<file path="config.mk">
export PLATFORM = sky130hd
export DESIGN_NAME = dequant_top
export DESIGN_NICKNAME = d
export VERILOG_FILES = /design/src/design/dequant_pkg.sv /design/src/design/bf16_res_if.sv /design/src/design/dequant_top.sv /design/src/design/dq_decode.sv /design/src/design/dq_result.sv /design/src/design/int_to_bf16_execute.sv /design/src/design/leading_zero_count.sv
export SDC_FILE = /design/constraint.sdc
export NUM_CORES = 1
export LEC_CHECK = 0
export BUFFER_PORTS_ARGS = -buffer_cell sky130_fd_sc_hd__buf_2
export CAP_MARGIN = 20
export CELL_PAD_IN_SITES_DETAIL_PLACEMENT = 0
export CELL_PAD_IN_SITES_GLOBAL_PLACEMENT = 1
export CORE_MARGIN = 3
export CORE_UTILIZATION = 40
export CTS_BUF_LIST = sky130_fd_sc_hd__clkbuf_8
export DETAILED_ROUTE_END_ITERATION = 7
export PLACE_DENSITY = 0.71
export SYNTH_ARGS = -nofsm -noshare
export SYNTH_HDL_FRONTEND = slang
export SYNTH_HIERARCHICAL = 1
export SYNTH_SLANG_ARGS = --single-unit
</file>
<file path="constraint.sdc">
create_clock -name clk -period 13.4 [get_ports clk]
set_input_delay 1.34 -clock clk [delete_from_list [all_inputs] [get_ports clk]]
set_output_delay 1.34 -clock clk [all_outputs]
set_load 0.02 [all_outputs]
</file>
<file path="src/design/dequant_pkg.sv">
// Shared widths, BF16 field constants and opcodes for the de-quantization pipeline

`default_nettype none

package dequant_pkg;

    // ------------------------------
    // Integer side
    // ------------------------------

    // Accumulator word width, fixed for the whole unit
    localparam int INT_WIDTH = 32;

    // Leading-zero count must hold 0..32
    localparam int LZC_WIDTH = 6;

    // ------------------------------
    // BF16 format
    // ------------------------------

    // sign[15], exp[14:7], mant[6:0]
    localparam int BF16_WIDTH     = 16;
    localparam int BF16_EXP_BITS  = 8;
    localparam int BF16_MANT_BITS = 7;
    localparam int BF16_EXP_BIAS  = 127;

    // Reserved exponent code for inf and NaN
    localparam int BF16_EXP_MAX = 255;

    // Exponent of a leading one at the top integer bit
    localparam int INT_EXP_BASE = BF16_EXP_BIAS + INT_WIDTH - 1;

    // ------------------------------
    // Opcodes
    // ------------------------------

    typedef enum logic [1:0] {
        // Value as it is
        OP_CONVERT = 2'b00,
        // Negative values become zero
        OP_RELU    = 2'b01,
        // Absolute value
        OP_ABS     = 2'b10,
        // Negated value
        OP_NEGATE  = 2'b11
    } dq_opcode_e;

endpackage : dequant_pkg

`default_nettype wire

</file>
<file path="src/design/bf16_res_if.sv">
// Carries one converted BF16 result from the execute stage to the result stage

`default_nettype none
`timescale 1ns/1ps

interface bf16_res_if;
    import dequant_pkg::*;

    // One-cycle strobe per item
    logic                  valid;
    // Fields below only meaningful while valid is high
    logic [BF16_WIDTH-1:0] bf16;
    logic                  is_zero;
    logic                  inexact;

    // Execute side drives everything
    modport producer (
        output valid,
        output bf16,
        output is_zero,
        output inexact
    );

    // Result side only samples
    modport consumer (
        input valid,
        input bf16,
        input is_zero,
        input inexact
    );

endinterface : bf16_res_if

`default_nettype wire

</file>
<file path="src/design/dequant_top.sv">
// Top level of the INT32 to BF16 de-quantization pipeline, decode then execute then result

`default_nettype none
`timescale 1ns/1ps

module dequant_top (
    input  logic                                     clk,
    input  logic                                     reset,
    input  logic                                     in_valid,
    input  dequant_pkg::dq_opcode_e                  in_opcode,
    input  logic signed [dequant_pkg::INT_WIDTH-1:0] in_data,
    input  logic                                     status_clear,
    output logic                                     out_valid,
    output logic [dequant_pkg::BF16_WIDTH-1:0]       out_bf16,
    output logic                                     out_is_zero,
    output logic                                     out_inexact,
    output logic                                     inexact_seen
);
    import dequant_pkg::*;

    // Decode to execute
    logic                 dec_valid;
    logic                 dec_sign;
    logic [INT_WIDTH-1:0] dec_magnitude;

    // Execute to result
    bf16_res_if res_if ();

    // ------------------------------
    // Pipeline stages
    // ------------------------------

    dq_decode u_decode (
        .clk           (clk),
        .reset         (reset),
        .in_valid      (in_valid),
        .in_opcode     (in_opcode),
        .in_data       (in_data),
        .dec_valid     (dec_valid),
        .dec_sign      (dec_sign),
        .dec_magnitude (dec_magnitude)
    );

    int_to_bf16_execute u_execute (
        .clk           (clk),
        .reset         (reset),
        .dec_valid     (dec_valid),
        .dec_sign      (dec_sign),
        .dec_magnitude (dec_magnitude),
        .res           (res_if.producer)
    );

    dq_result u_result (
        .clk          (clk),
        .reset        (reset),
        .res          (res_if.consumer),
        .status_clear (status_clear),
        .out_valid    (out_valid),
        .out_is_zero  (out_is_zero),
        .out_inexact  (out_inexact),
        .out_bf16     (out_bf16),
        .inexact_seen (inexact_seen)
    );

endmodule : dequant_top

`default_nettype wire

</file>
<file path="src/design/dq_decode.sv">
// Decode stage, registers the input and turns opcode plus integer into sign and magnitude

`default_nettype none
`timescale 1ns/1ps

module dq_decode (
    input  logic                                  clk,
    input  logic                                  reset,
    input  logic                                  in_valid,
    input  dequant_pkg::dq_opcode_e               in_opcode,
    input  logic signed [dequant_pkg::INT_WIDTH-1:0] in_data,
    output logic                                  dec_valid,
    output logic                                  dec_sign,
    output logic [dequant_pkg::INT_WIDTH-1:0]     dec_magnitude
);
    import dequant_pkg::*;

    logic                 in_neg;
    logic [INT_WIDTH-1:0] in_abs;
    logic                 next_sign;
    logic [INT_WIDTH-1:0] next_mag;

    // ------------------------------
    // Sign and magnitude
    // ------------------------------

    // Two's complement absolute value
    // The most negative word maps to 2^31, which still fits unsigned
    assign in_neg = in_data[INT_WIDTH-1];
    assign in_abs = in_neg ? (~in_data + 1'b1) : in_data;

    always_comb begin
        next_sign = in_neg;
        next_mag  = in_abs;
        case (in_opcode)
            OP_CONVERT: begin
                next_sign = in_neg;
                next_mag  = in_abs;
            end
            OP_RELU: begin
                // Clamp negatives to zero
                next_sign = 1'b0;
                next_mag  = in_neg ? '0 : in_abs;
            end
            OP_ABS: begin
                next_sign = 1'b0;
                next_mag  = in_abs;
            end
            OP_NEGATE: begin
                next_sign = ~in_neg;
                next_mag  = in_abs;
            end
        endcase
        // Zero is always +0.0
        if (next_mag == '0) begin
            next_sign = 1'b0;
        end
    end

    // ------------------------------
    // Stage register
    // ------------------------------

    always_ff @(posedge clk) begin
        if (reset) begin
            dec_valid <= 1'b0;
        end else begin
            dec_valid <= in_valid;
        end
    end

    // Payload, only qualified by dec_valid
    always_ff @(posedge clk) begin
        dec_sign      <= next_sign;
        dec_magnitude <= next_mag;
    end

    // No negative zero may leave decode
    a_no_neg_zero : assert property (
        @(posedge clk) disable iff (reset)
        dec_valid |-> !(dec_sign && (dec_magnitude == '0))
    ) else $error("dq_decode: negative zero on decode output");

endmodule : dq_decode

`default_nettype wire

</file>
<file path="src/design/dq_result.sv">
// Result stage, drives the output ports and keeps the sticky inexact status

`default_nettype none
`timescale 1ns/1ps

module dq_result (
    input  logic                               clk,
    input  logic                               reset,
    bf16_res_if.consumer                       res,
    input  logic                               status_clear,
    output logic                               out_valid,
    output logic                               out_is_zero,
    output logic                               out_inexact,
    output logic [dequant_pkg::BF16_WIDTH-1:0] out_bf16,
    output logic                               inexact_seen
);
    import dequant_pkg::*;

    // ------------------------------
    // Output registers
    // ------------------------------

    // Strobe follows the interface one cycle later
    always_ff @(posedge clk) begin
        if (reset) begin
            out_valid <= 1'b0;
        end else begin
            out_valid <= res.valid;
        end
    end

    // Fields hold their last value between items
    always_ff @(posedge clk) begin
        if (res.valid) begin
            out_bf16    <= res.bf16;
            out_is_zero <= res.is_zero;
            out_inexact <= res.inexact;
        end
    end

    // ------------------------------
    // Sticky status
    // ------------------------------

    // A new inexact result wins over a clear on the same edge
    always_ff @(posedge clk) begin
        if (reset) begin
            inexact_seen <= 1'b0;
        end else if (out_valid && out_inexact) begin
            inexact_seen <= 1'b1;
        end else if (status_clear) begin
            inexact_seen <= 1'b0;
        end
    end

    // Zero flag and word agree
    a_zero_word : assert property (
        @(posedge clk) disable iff (reset)
        (out_valid && out_is_zero) |-> (out_bf16 == '0)
    ) else $error("dq_result: zero flag with nonzero word");

endmodule : dq_result

`default_nettype wire

</file>
<file path="src/design/int_to_bf16_execute.sv">
// Execute stage, normalizes the magnitude, rounds to nearest-even and registers the BF16 word

`default_nettype none
`timescale 1ns/1ps

module int_to_bf16_execute (
    input  logic                              clk,
    input  logic                              reset,
    input  logic                              dec_valid,
    input  logic                              dec_sign,
    input  logic [dequant_pkg::INT_WIDTH-1:0] dec_magnitude,
    bf16_res_if.producer                      res
);
    import dequant_pkg::*;

    // Bit positions inside the normalized word
    localparam int MANT_TOP  = INT_WIDTH - 2;
    localparam int MANT_BOT  = INT_WIDTH - 1 - BF16_MANT_BITS;
    localparam int GUARD_POS = MANT_BOT - 1;

    logic [LZC_WIDTH-1:0]      lzc;
    logic [INT_WIDTH-1:0]      normalized;
    logic [BF16_MANT_BITS-1:0] mant_raw;
    logic                      guard;
    logic                      sticky;
    logic                      round_up;
    logic [BF16_MANT_BITS:0]   mant_rounded;
    logic                      mant_carry;
    logic [BF16_EXP_BITS-1:0]  exp_raw;
    logic [BF16_EXP_BITS-1:0]  exp_final;
    logic                      mag_zero;
    logic [BF16_WIDTH-1:0]     bf16_next;
    logic                      inexact_next;

    // ------------------------------
    // Normalize
    // ------------------------------

    leading_zero_count u_lzc (
        .data  (dec_magnitude),
        .count (lzc)
    );

    // Leading one ends up at the top bit
    assign normalized = dec_magnitude << lzc;
    assign mag_zero   = (dec_magnitude == '0);

    // Position of leading one is 31 - lzc
    // Exponent therefore 158 - lzc, never above 158 before carry
    assign exp_raw = BF16_EXP_BITS'(INT_EXP_BASE) - {{(BF16_EXP_BITS-LZC_WIDTH){1'b0}}, lzc};

    // ------------------------------
    // RNE rounding
    // ------------------------------

    // 7 bits right below the hidden one
    assign mant_raw = normalized[MANT_TOP:MANT_BOT];
    assign guard    = normalized[GUARD_POS];
    // Round bit folded into sticky
    assign sticky   = |normalized[GUARD_POS-1:0];

    // Above half, or exact tie with odd LSB
    assign round_up = guard & (sticky | mant_raw[0]);

    assign mant_rounded = {1'b0, mant_raw} + {{BF16_MANT_BITS{1'b0}}, round_up};
    // 0x7F + 1 wraps the stored field to zero and bumps the exponent
    assign mant_carry   = mant_rounded[BF16_MANT_BITS];
    assign exp_final    = exp_raw + {{(BF16_EXP_BITS-1){1'b0}}, mant_carry};

    // Bits lost on the way
    assign inexact_next = guard | sticky;

    // Assemble the word, zero forces +0.0
    always_comb begin
        if (mag_zero) begin
            bf16_next = '0;
        end else begin
            bf16_next = {dec_sign, exp_final, mant_rounded[BF16_MANT_BITS-1:0]};
        end
    end

    // ------------------------------
    // Stage register
    // ------------------------------

    always_ff @(posedge clk) begin
        if (reset) begin
            res.valid <= 1'b0;
        end else begin
            res.valid <= dec_valid;
        end
    end

    always_ff @(posedge clk) begin
        res.bf16    <= bf16_next;
        res.is_zero <= mag_zero;
        res.inexact <= inexact_next;
    end

    // Integers never produce zero/subnormal or inf/NaN exponents
    a_exp_in_range : assert property (
        @(posedge clk) disable iff (reset)
        (res.valid && !res.is_zero) |->
            (res.bf16[BF16_WIDTH-2:BF16_MANT_BITS] != '0) &&
            (res.bf16[BF16_WIDTH-2:BF16_MANT_BITS] != BF16_EXP_BITS'(BF16_EXP_MAX))
    ) else $error("int_to_bf16_execute: exponent out of normal range");

endmodule : int_to_bf16_execute

`default_nettype wire

</file>
<file path="src/design/leading_zero_count.sv">
// Combinational leading-zero counter for the 32-bit magnitude, all-zero gives 32

`default_nettype none
`timescale 1ns/1ps

module leading_zero_count (
    input  logic [dequant_pkg::INT_WIDTH-1:0] data,
    output logic [dequant_pkg::LZC_WIDTH-1:0] count
);
    import dequant_pkg::*;

    // Set once the first one is met
    logic found;

    // ------------------------------
    // Priority scan, MSB first
    // ------------------------------

    // Walks down from the top bit
    // First one seen fixes the count, later bits are ignored
    always_comb begin
        count = LZC_WIDTH'(INT_WIDTH);
        found = 1'b0;
        for (int i = INT_WIDTH - 1; i >= 0; i--) begin
            if (!found && data[i]) begin
                count = LZC_WIDTH'(INT_WIDTH - 1 - i);
                found = 1'b1;
            end
        end
    end

endmodule : leading_zero_count

`default_nettype wire

</file>
### Yosys cells after proc, flatten, opt, wreduce, memory -nomap -nowiden

Cells that the tools add are included.

* word-level logic and storage cells: 164
* flip-flop bits (word level): 73
* input bits: 38
* output and inout bits: 20

* add/sub/neg operators: 4
* reduce and logical (&&, ||, !) cells: 70
* equal/unequal tests: 3
* mux-type cells: 69
* shift operators: 1
* bitwise gates (word level): 5

Operators by type and width (number)
* 6-bit two-way mux: 32
* 32-bit logical NOT: 2
* 32-bit two-way mux: 2
* 32-bit one-hot mux with 2 select lines: 1
* 1-bit two-way mux: 33
* 32-bit by 1-bit adder with 32-bit output, second input constant: 1
* 1-bit logical AND: 32
* 32-bit NOT: 1
* 32-bit by 6-bit << shifter with 31-bit output: 1
* 1-bit logical NOT: 31
* 23-bit OR reduction: 1
* 7-bit by 1-bit adder with 8-bit output: 1
* 8-bit by 1-bit adder with 8-bit output: 1
* 8-bit by 6-bit subtractor with 8-bit output, first input constant: 1
* 2-bit equality test, second input constant: 2
* 1-bit one-hot mux with 3 select lines: 1
* 3-bit OR reduction: 1
* 2-bit by 1-bit equality test with 1-bit output, second input constant: 1
* 2-bit logical NOT: 1
* 1-bit OR: 2
* 2-bit nonzero test: 1
* 2-bit OR reduction: 1
* 1-bit AND: 1
* 1-bit NOT: 1

### Depth between registers and ports, before layout

Gate-level depths: netlist (run 1).

* word-level depth: 100
* depth in mapped cells: 20
* mapped depth without buffers: 17

### Hierarchy

Netlist (run 1), hierarchy kept.

Modules (own cells, without submodules)
* int_to_bf16_execute: times used 1, area each 2671.3 um^2, seq. area each 380.4 um^2, cells each 312
* dq_decode: times used 1, area each 2104.5 um^2, seq. area each 680.7 um^2, cells each 269
* dq_result: times used 1, area each 605.6 um^2, seq. area each 580.6 um^2, cells each 24
* leading_zero_count: times used 1, area each 385.4 um^2, seq. area each 0.0 um^2, cells each 64

### Worst setup path before layout (run 1)

No wires, ideal clock.

* path type: flip-flop to flip-flop
* from: reg u_decode/dec_magnitude[23] (netlist name)
* to: reg u_execute.res.bf16[12]
* path buffers: 3
* data arrival time: 4.263 ns
* setup slack: 9.009 ns
* cell stages (with the launch flop): 19
* required time: 13.273 ns
* library setup time: 0.127 ns
* period minus slack after synthesis: 4.391 ns
* cell sequence: dfxtp_1 -> or4_4 -> nor3_4 -> nand4_1 -> o311ai_1 -> buf_6 -> buf_12 -> buf_6 -> mux4_2 -> nand2_1 -> a21oi_1 -> nor4_1 -> nor3_1 -> nand4_1 -> ha_1 -> nand2_1 -> nor3_1 -> xnor2_1 -> nor2_1

* longest elaborated chain between the ends: 77
* elaborated cells on any way between the ends: 102
* classes of those cells: 3 x add/sub; 1 x shift; 47 x mux; 2 x bitwise; 49 x reduce/logical

Ends and longest elaborated chain
* start, declared: RTL line dq_decode.sv:14 `output logic [dequant_pkg::INT_WIDTH-1:0] dec_magnitude`
* start signal, assigned: RTL line dq_decode.sv:75 `dec_magnitude <= next_mag;`
* 1-bit logical AND *: RTL line leading_zero_count.sv:25 `if (!found && data[i]) begin`
* 1-bit two-way mux: RTL line leading_zero_count.sv:25
* 1-bit logical NOT: RTL line leading_zero_count.sv:25
* 1-bit logical AND: RTL line leading_zero_count.sv:25
* 1-bit two-way mux: RTL line leading_zero_count.sv:25
* 1-bit logical NOT: RTL line leading_zero_count.sv:25
* 1-bit logical AND: RTL line leading_zero_count.sv:25
* 1-bit two-way mux: RTL line leading_zero_count.sv:25
* [62 not listed]
* 6-bit two-way mux *: RTL line leading_zero_count.sv:25
* named net u_execute.lzc[0]: RTL line int_to_bf16_execute.sv:21 `logic [LZC_WIDTH-1:0] lzc;`
* 32-bit by 6-bit << shifter with 31-bit output: RTL line int_to_bf16_execute.sv:45 `assign normalized = dec_magnitude << lzc;`
* 23-bit OR reduction: RTL line int_to_bf16_execute.sv:60 `assign sticky = |normalized[GUARD_POS-1:0];`
* 1-bit OR: RTL line int_to_bf16_execute.sv:63 `assign round_up = guard & (sticky | mant_raw[0]);`
* 1-bit AND: RTL line int_to_bf16_execute.sv:63
* 7-bit by 1-bit adder with 8-bit output: RTL line int_to_bf16_execute.sv:65 `assign mant_rounded = {1'b0, mant_raw} + {{BF16_MANT_BITS{1'b0}}, round_up};`
* 8-bit by 1-bit adder with 8-bit output *: RTL line int_to_bf16_execute.sv:68 `assign exp_final = exp_raw + {{(BF16_EXP_BITS-1){1'b0}}, mant_carry};`
* end signal, assigned: RTL line int_to_bf16_execute.sv:95 `res.bf16 <= bf16_next;`
* end, declared: RTL line bf16_res_if.sv:19 `output bf16,`

The timed path passes the listed nets; every way through them passes the cells marked *.
A chain may end at the register's enable or synchronous reset.

### Final worst setup path (run 1)

Same ends and word-level chain as after synthesis.

==> impl_metrics.py, run 1 <==
metrics = {
    "worst_setup_path": {
        "rr_worst_depth": 16,
        "r2r-start": "u_decode/dec_magnitude[23]",
        "crit_arrival_ps": 6060,
        "path_max_fanout": 40,
        "cp-end-kind": "register",
        "startpoint_type": "register",
        "startpoint": "u_decode/dec_magnitude[23]",
        "crit_required_ps": 13620,
        "crit_type": "register to register",
        "r2r_setup_slack_ps": 7560,
        "reg2reg_to": "u_execute/res.bf16[12]",
    },
    "floorplanning": {
        "start_util": 0.412,
        "core_area_um2": 14000,
        "num_io_pins": 58,
        "rows": 43,
        "dieArea_um2": 15900,
        "die_h_um": 126,
        "die_w_um": 126,
    },
    "global_route": {
        "grt_pass1_wl_um": 26400,
        "grt_max_degree": 41,
        "grt_pass1_vias": 5084,
        "gr-usage-all-layers": 0.202,
        "antenna_found_initial": 0,
        "grt_remaining_overflow": 0,
    },
    "timing": {
        "relSlewSlack": 0.309,
        "setup_ws_ps": 7560,
        "whs_ps": 402,
        "final.setup.tns_ps": 0,
        "setup_violations": 0,
        "fin_crit_sh": 0.436,
        "tightest_slew_ps": 1030,
        "slew_violations": 0,
        "finalClockSkew_ps": 12.2,
        "hold_viol_final": 0,
        "max_freq_mhz": 171,
        "rsz0062_at_grt": "no",
        "fin_crit_ps": 5840,
    },
    "synthesis": {
        "synthTopCellsByCount": "nor2_1, nand2_1, dfxtp_1",
        "synth-async-reset-ratio": 0,
        "synth_cell_types": 85,
        "syn_nets": 711,
        "yosysWarnings": 6,
        "ys_ff_latch": 73,
        "synth_flop_cell": "dfxtp_1",
        "synth.avg_cell_area_um2": 8.62,
        "synth_largest_area_cell": "dfxtp_1",
        "yosysSeqAreaShare": 0.285,
        "netlist_area_um2": 5770,
        "synth-edff-count": 18,
        "synth_top_cells_by_area": "dfxtp_1, edfxtp_1, mux4_2, nor2_1, nand2_1",
        "yosysMostFrequentCell": "nor2_1",
        "netlist_instances": 669,
        "yosys.area.top_type_share": 0.191,
    },
    "min_path": {
        "holdPathEnd": "u_result/out_bf16[6]",
        "hold_depth": 0,
        "holdCritStartpoint": "u_execute/res.bf16[6]",
        "hp-class": "register to register",
    },
    "detailed_routing": {
        "vias": 5402,
        "finalWirelength_um": 16200,
        "wl_per_cell_um": 18.4,
        "viasPerCell": 6.11,
        "drt_iter0_markers": 418,
        "drc": 0,
        "ant_nets": 0,
        "drtPass1Iterations": 5,
    },
    "clocking": {
        "insertion_delay_ps": 350,
        "numCtsBuffers": 9,
        "clock-sinks": 73,
        "ctsHtreeMaxLevel": 3,
        "clkSlewWorstSetupHoldPaths_ps": 80,
        "cts_root_buf": "clkbuf_8",
        "cts_resized": 0,
        "ctsLongestPathBuffers": 2,
        "cts_hold_buf": 0,
        "cts_tree": "built",
        "post-cts-setup-buffers": 0,
    },
    "final_layout": {
        "layout-drive-gt1-share": 0.199,
        "multi_input_area_um2": 3810,
        "final_net_count": 741,
        "layoutNonFillerInstCount": 884,
        "insertedDiodeCount": 0,
        "areaGrowthSynthToFinish_pct": 9.03,
        "seqCellArea_um2": 1640,
        "post-route-util": 0.449,
        "nFillCells": 1403,
    },
    "power": {
        "power.leakage_nw": 2.38,
        "vdd.ir_drop.worst_uv": 50.1,
        "power_density_nw_per_um2": 101,
    },
    "flow_run": {
        "maxCapViolations": 0,
    },
    "placed_design": {
        "gp_congestion": 0.884,
        "dp_cells": 868,
        "dp_slack_ps": 7590,
        "hpwl_um": 12100,
        "io_buffers": 57,
    },
    "status": {
        "outcome": "completed",
    },
}
-- layer usage --
metal / GRT usage / vias to the layer above / wire length [um]
met3: 0.0327 / 25 / 767
met2: 0.338 / 172 / 7840
li1: - / 2632 / -
met5: 0 / - / 0
met1: 0.267 / 2573 / 7270
met4: 0.0631 / 0 / 362
-- logic make-up (layout without fill, tap and decap cells) --
logic type               count (synthesis)  count (layout)  share of synthesized area
AO/OA/AOI/OAI                          168             168                      0.206
XOR/XNOR                                10              10                     0.0152
adder cells (fa/ha/maj)                  4               4                    0.00868
AND/OR/NAND/NOR                        289             289                      0.274
multiplexers                            55              55                      0.153
flip-flops                              73              73                      0.285
buffers and inverters                   70             105                     0.0579
-- worst max-delay path by stage --
stage,end,slack (ps)
after global placement,u_execute/res.bf16[12],7760
after global routing,u_execute/res.bf16[12],7030
after floorplan,u_execute/res.bf16[12],9010
final,u_execute/res.bf16[12],7560
after CTS,u_execute/res.bf16[12],7580
after detailed placement,u_execute/res.bf16[12],7590
-- cell type report --
| class | instances | area share |
|---|---|---|
| inverter | 24 | 0.0143 |
| sequential | 73 | 0.261 |
| timing repair buffer | 65 | 0.0549 |
| clock inverter | 7 | 0.00736 |
| multi-input combinational | 526 | 0.607 |
| clock buffer | 9 | 0.0197 |
| tap | 180 | 0.0358 |
-- power breakdown --
part           switching (W)  total [W]  internal [W]
clock network      0.0000799   0.000147     0.0000670
registers          0.0000230   0.000271      0.000248
logic               0.000120   0.000214     0.0000939
total               0.000223   0.000632      0.000409
-- layout by cell type, fill, tap and decap left out, types with 4 or more instances in the layout --
cell       n
nand2b_1  11
buf_4      8
mux2i_1   16
and3_1     4
a31oi_1    5
a21o_1     9
or2_2      7
and2_1     5
mux4_2    14
xnor2_1    7
inv_1     24
o32ai_1    5
o22ai_1   11
buf_2     57
or4_1      4
nand2_1   57
nor3_1    31
o211ai_1   6
nor4_1    26
nor2_1    66
a211oi_1   9
mux2_2    16
nand3_1   15
a22oi_1    4
dfxtp_1   55
ha_1       4
or3_1     14
o21ai_0   28
clkbuf_8   9
nand4_1   10
edfxtp_1  18
mux4_1     8
nor2b_1   15
o31ai_1   17
a21oi_1   27
-- sequential cells by signal, indices dropped and copies added (netlist names) --
name and flops:
u_execute/res.is_zero 1, u_result/out_valid 1, u_result/out_bf16 16, u_decode/dec_sign 1, u_decode/dec_valid 1, u_execute/res.valid 1, u_execute/res.bf16 16, u_decode/dec_magnitude 32
u_result/inexact_seen 1, u_result/out_inexact 1, u_result/out_is_zero 1, u_execute/res.inexact 1
-- metrics by stage --
stage	power [W]	instance area [um2]
final	0.000632	6290
after global routing	0.000671	6290
after CTS	0.000637	6290
after detailed placement	0.000488	6120
after global placement	0.000486	6120
after floorplan	0.000433	5770
-- critical path, cell delays in order (launching register included) --
cell and delay [ps]:
dfxtp_1 380, or4_4 590, nor3_4 240, nand4_1 230, o311ai_4 940, buf_4 590, mux4_1 670, mux2i_1 200
nor2_1 60, nor4_1 640, nor3_1 180, nand4_1 200, ha_1 190, nand2_1 80, nor3_1 320, xnor2_1 170
nor2_1 50
No activity file was read; power rests on OpenSTA's default activity.
==> inputs of run 2 (changes only) <==
- clock period: 13.4 -> 6.1 ns (I/O delays scaled with it)
==> impl_metrics.py, run 2 (synthesized netlist as in run 1, its figures left out) <==
metrics = {
    "min_path": {
        "holdCritStartpoint": "u_execute/res.bf16[1]",
        "hp-class": "register to register",
    },
    "floorplanning": {
        "rows": 43,
        "dieArea_um2": 15900,
        "core_area_um2": 14000,
        "die_w_um": 126,
        "start_util": 0.412,
        "num_io_pins": 58,
        "die_h_um": 126,
    },
    "detailed_routing": {
        "viasPerCell": 6.14,
        "wl_per_cell_um": 18.7,
        "drtPass1Iterations": 6,
        "finalWirelength_um": 16500,
        "vias": 5428,
        "drt_iter0_markers": 410,
        "drc": 0,
        "ant_nets": 0,
    },
    "final_layout": {
        "insertedDiodeCount": 0,
        "largest_reg_flops": 32,
        "reg_top3": "u_decode/dec_magnitude: 32 flops, u_execute/res.bf16: 16 flops, u_result/out_bf16: 16 flops",
        "regMostFlops": "u_decode/dec_magnitude",
        "final_cell_mix": "nor2_1, buf_2, nand2_1",
        "final_common_cell": "nor2_1",
        "nFillCells": 1393,
        "final_net_count": 741,
        "areaGrowthSynthToFinish_pct": 9.74,
        "layout-drive-gt1-share": 0.202,
    },
    "clocking": {
        "clkSlewWorstSetupHoldPaths_ps": 80,
        "cts_root_buf": "clkbuf_8",
        "ctsHtreeMaxLevel": 3,
        "clock-sinks": 73,
        "ctsLongestPathBuffers": 2,
        "cts_hold_buf": 0,
        "insertion_delay_ps": 360,
        "cts_tree": "built",
        "post-cts-setup-buffers": 0,
        "cts_resized": 0,
        "numCtsBuffers": 9,
    },
    "timing": {
        "finalClockSkew_ps": 16.0,
        "final.setup.tns_ps": 0,
        "tightest_slew_ps": 828,
        "setup_ws_ps": 956,
        "max_freq_mhz": 194,
        "hold_viol_final": 0,
        "rsz0062_at_grt": "no",
        "slew_violations": 0,
        "fin_crit_ps": 5140,
        "relSlewSlack": 0.448,
        "fin_crit_sh": 0.843,
        "setup_violations": 0,
    },
    "global_route": {
        "gr-usage-all-layers": 0.208,
        "grt_pass1_vias": 5181,
        "grt_max_degree": 54,
        "antenna_found_initial": 0,
        "grt_pass1_wl_um": 27200,
        "grt_remaining_overflow": 0,
    },
    "worst_setup_path": {
        "endpoint": "u_execute/res.bf16[12]",
        "startpoint": "u_decode/dec_magnitude[23]",
        "cp-end-kind": "register",
        "startpoint_type": "register",
        "r2r-start": "u_decode/dec_magnitude[23]",
        "crit_required_ps": 6320,
        "reg2reg_to": "u_execute/res.bf16[12]",
        "path_max_fanout": 53,
        "crit_type": "register to register",
        "crit_arrival_ps": 5370,
        "r2r_setup_slack_ps": 960,
        "rr_worst_depth": 16,
    },
    "power": {
        "vdd.ir_drop.worst_uv": 93.9,
        "power.leakage_nw": 2.40,
        "power_density_nw_per_um2": 228,
    },
    "placed_design": {
        "gp_congestion": 0.977,
        "io_buffers": 57,
        "hpwl_um": 12200,
        "dp_slack_ps": 939,
    },
    "flow_run": {
        "maxCapViolations": 0,
    },
    "status": {
        "outcome": "completed",
    },
}
run 2: final cells by class:
class / instances / area [um2] / share of cell area
Clock buffer: 9 / 124 / 0.0196
Tap cell: 180 / 225 / 0.0356
Clock inverter: 7 / 75.1 / 0.0119
Multi-Input combinational cell: 526 / 3810 / 0.603
Sequential cell: 73 / 1640 / 0.259
Inverter: 24 / 90.1 / 0.0142
Timing Repair Buffer: 65 / 358 / 0.0565
run 2: worst min-delay path by stage:
stage	end	slack, ps	cells past startpoint
floorplan	u_result/out_bf16[0]	390	0
detailed placement	u_result/out_is_zero	390	0
global route	u_result/out_bf16[1]	400	0
global placement	u_result/out_bf16[4]	390	0
finish	u_result/out_bf16[1]	400	0
CTS	u_result/out_bf16[1]	400	0
run 2: metrics by stage:
stage / power [W] / hold WS (ps) / utilization / instance area, um2 / instances
after floorplan: 0.000951 / 386 / - / 5770 / 669
after global routing: 0.00153 / 402 / 0.452 / 6330 / 884
final: 0.00145 / 400 / 0.452 / 6330 / 884
after detailed placement: 0.00107 / 389 / 0.438 / 6130 / 868
after CTS: 0.00146 / 403 / 0.452 / 6330 / 884
after global placement: 0.00107 / 387 / 0.438 / 6130 / 868
run 2: critical path, stage by stage (launching register included):
cell	delay (ps)
dfxtp_1	370
or4_4	590
nor3_4	250
nand4_1	230
o311ai_4	550
buf_12	350
mux4_1	640
mux2i_1	220
nor2_1	60
nor4_1	590
nor3_1	160
nand4_1	180
ha_1	190
nand2_1	80
nor3_1	320
xnor2_1	170
nor2_1	50
run 2: power by group:
part	switching [W]	internal [W]	total, W
clock network	0.000185	0.000192	0.000377
logic	0.000266	0.000208	0.000474
registers	0.0000502	0.000545	0.000595
run 2: routing by layer:
layer / GRT usage / part of all wire / routed length, um / vias to the layer above
met5: 0 / 0 / 0 / -
met4: 0.0808 / 0.027 / 438 / 0
met3: 0.0310 / 0.053 / 873 / 33
met2: 0.341 / 0.48 / 7990 / 190
met1: 0.277 / 0.44 / 7180 / 2559
li1: - / - / - / 2646
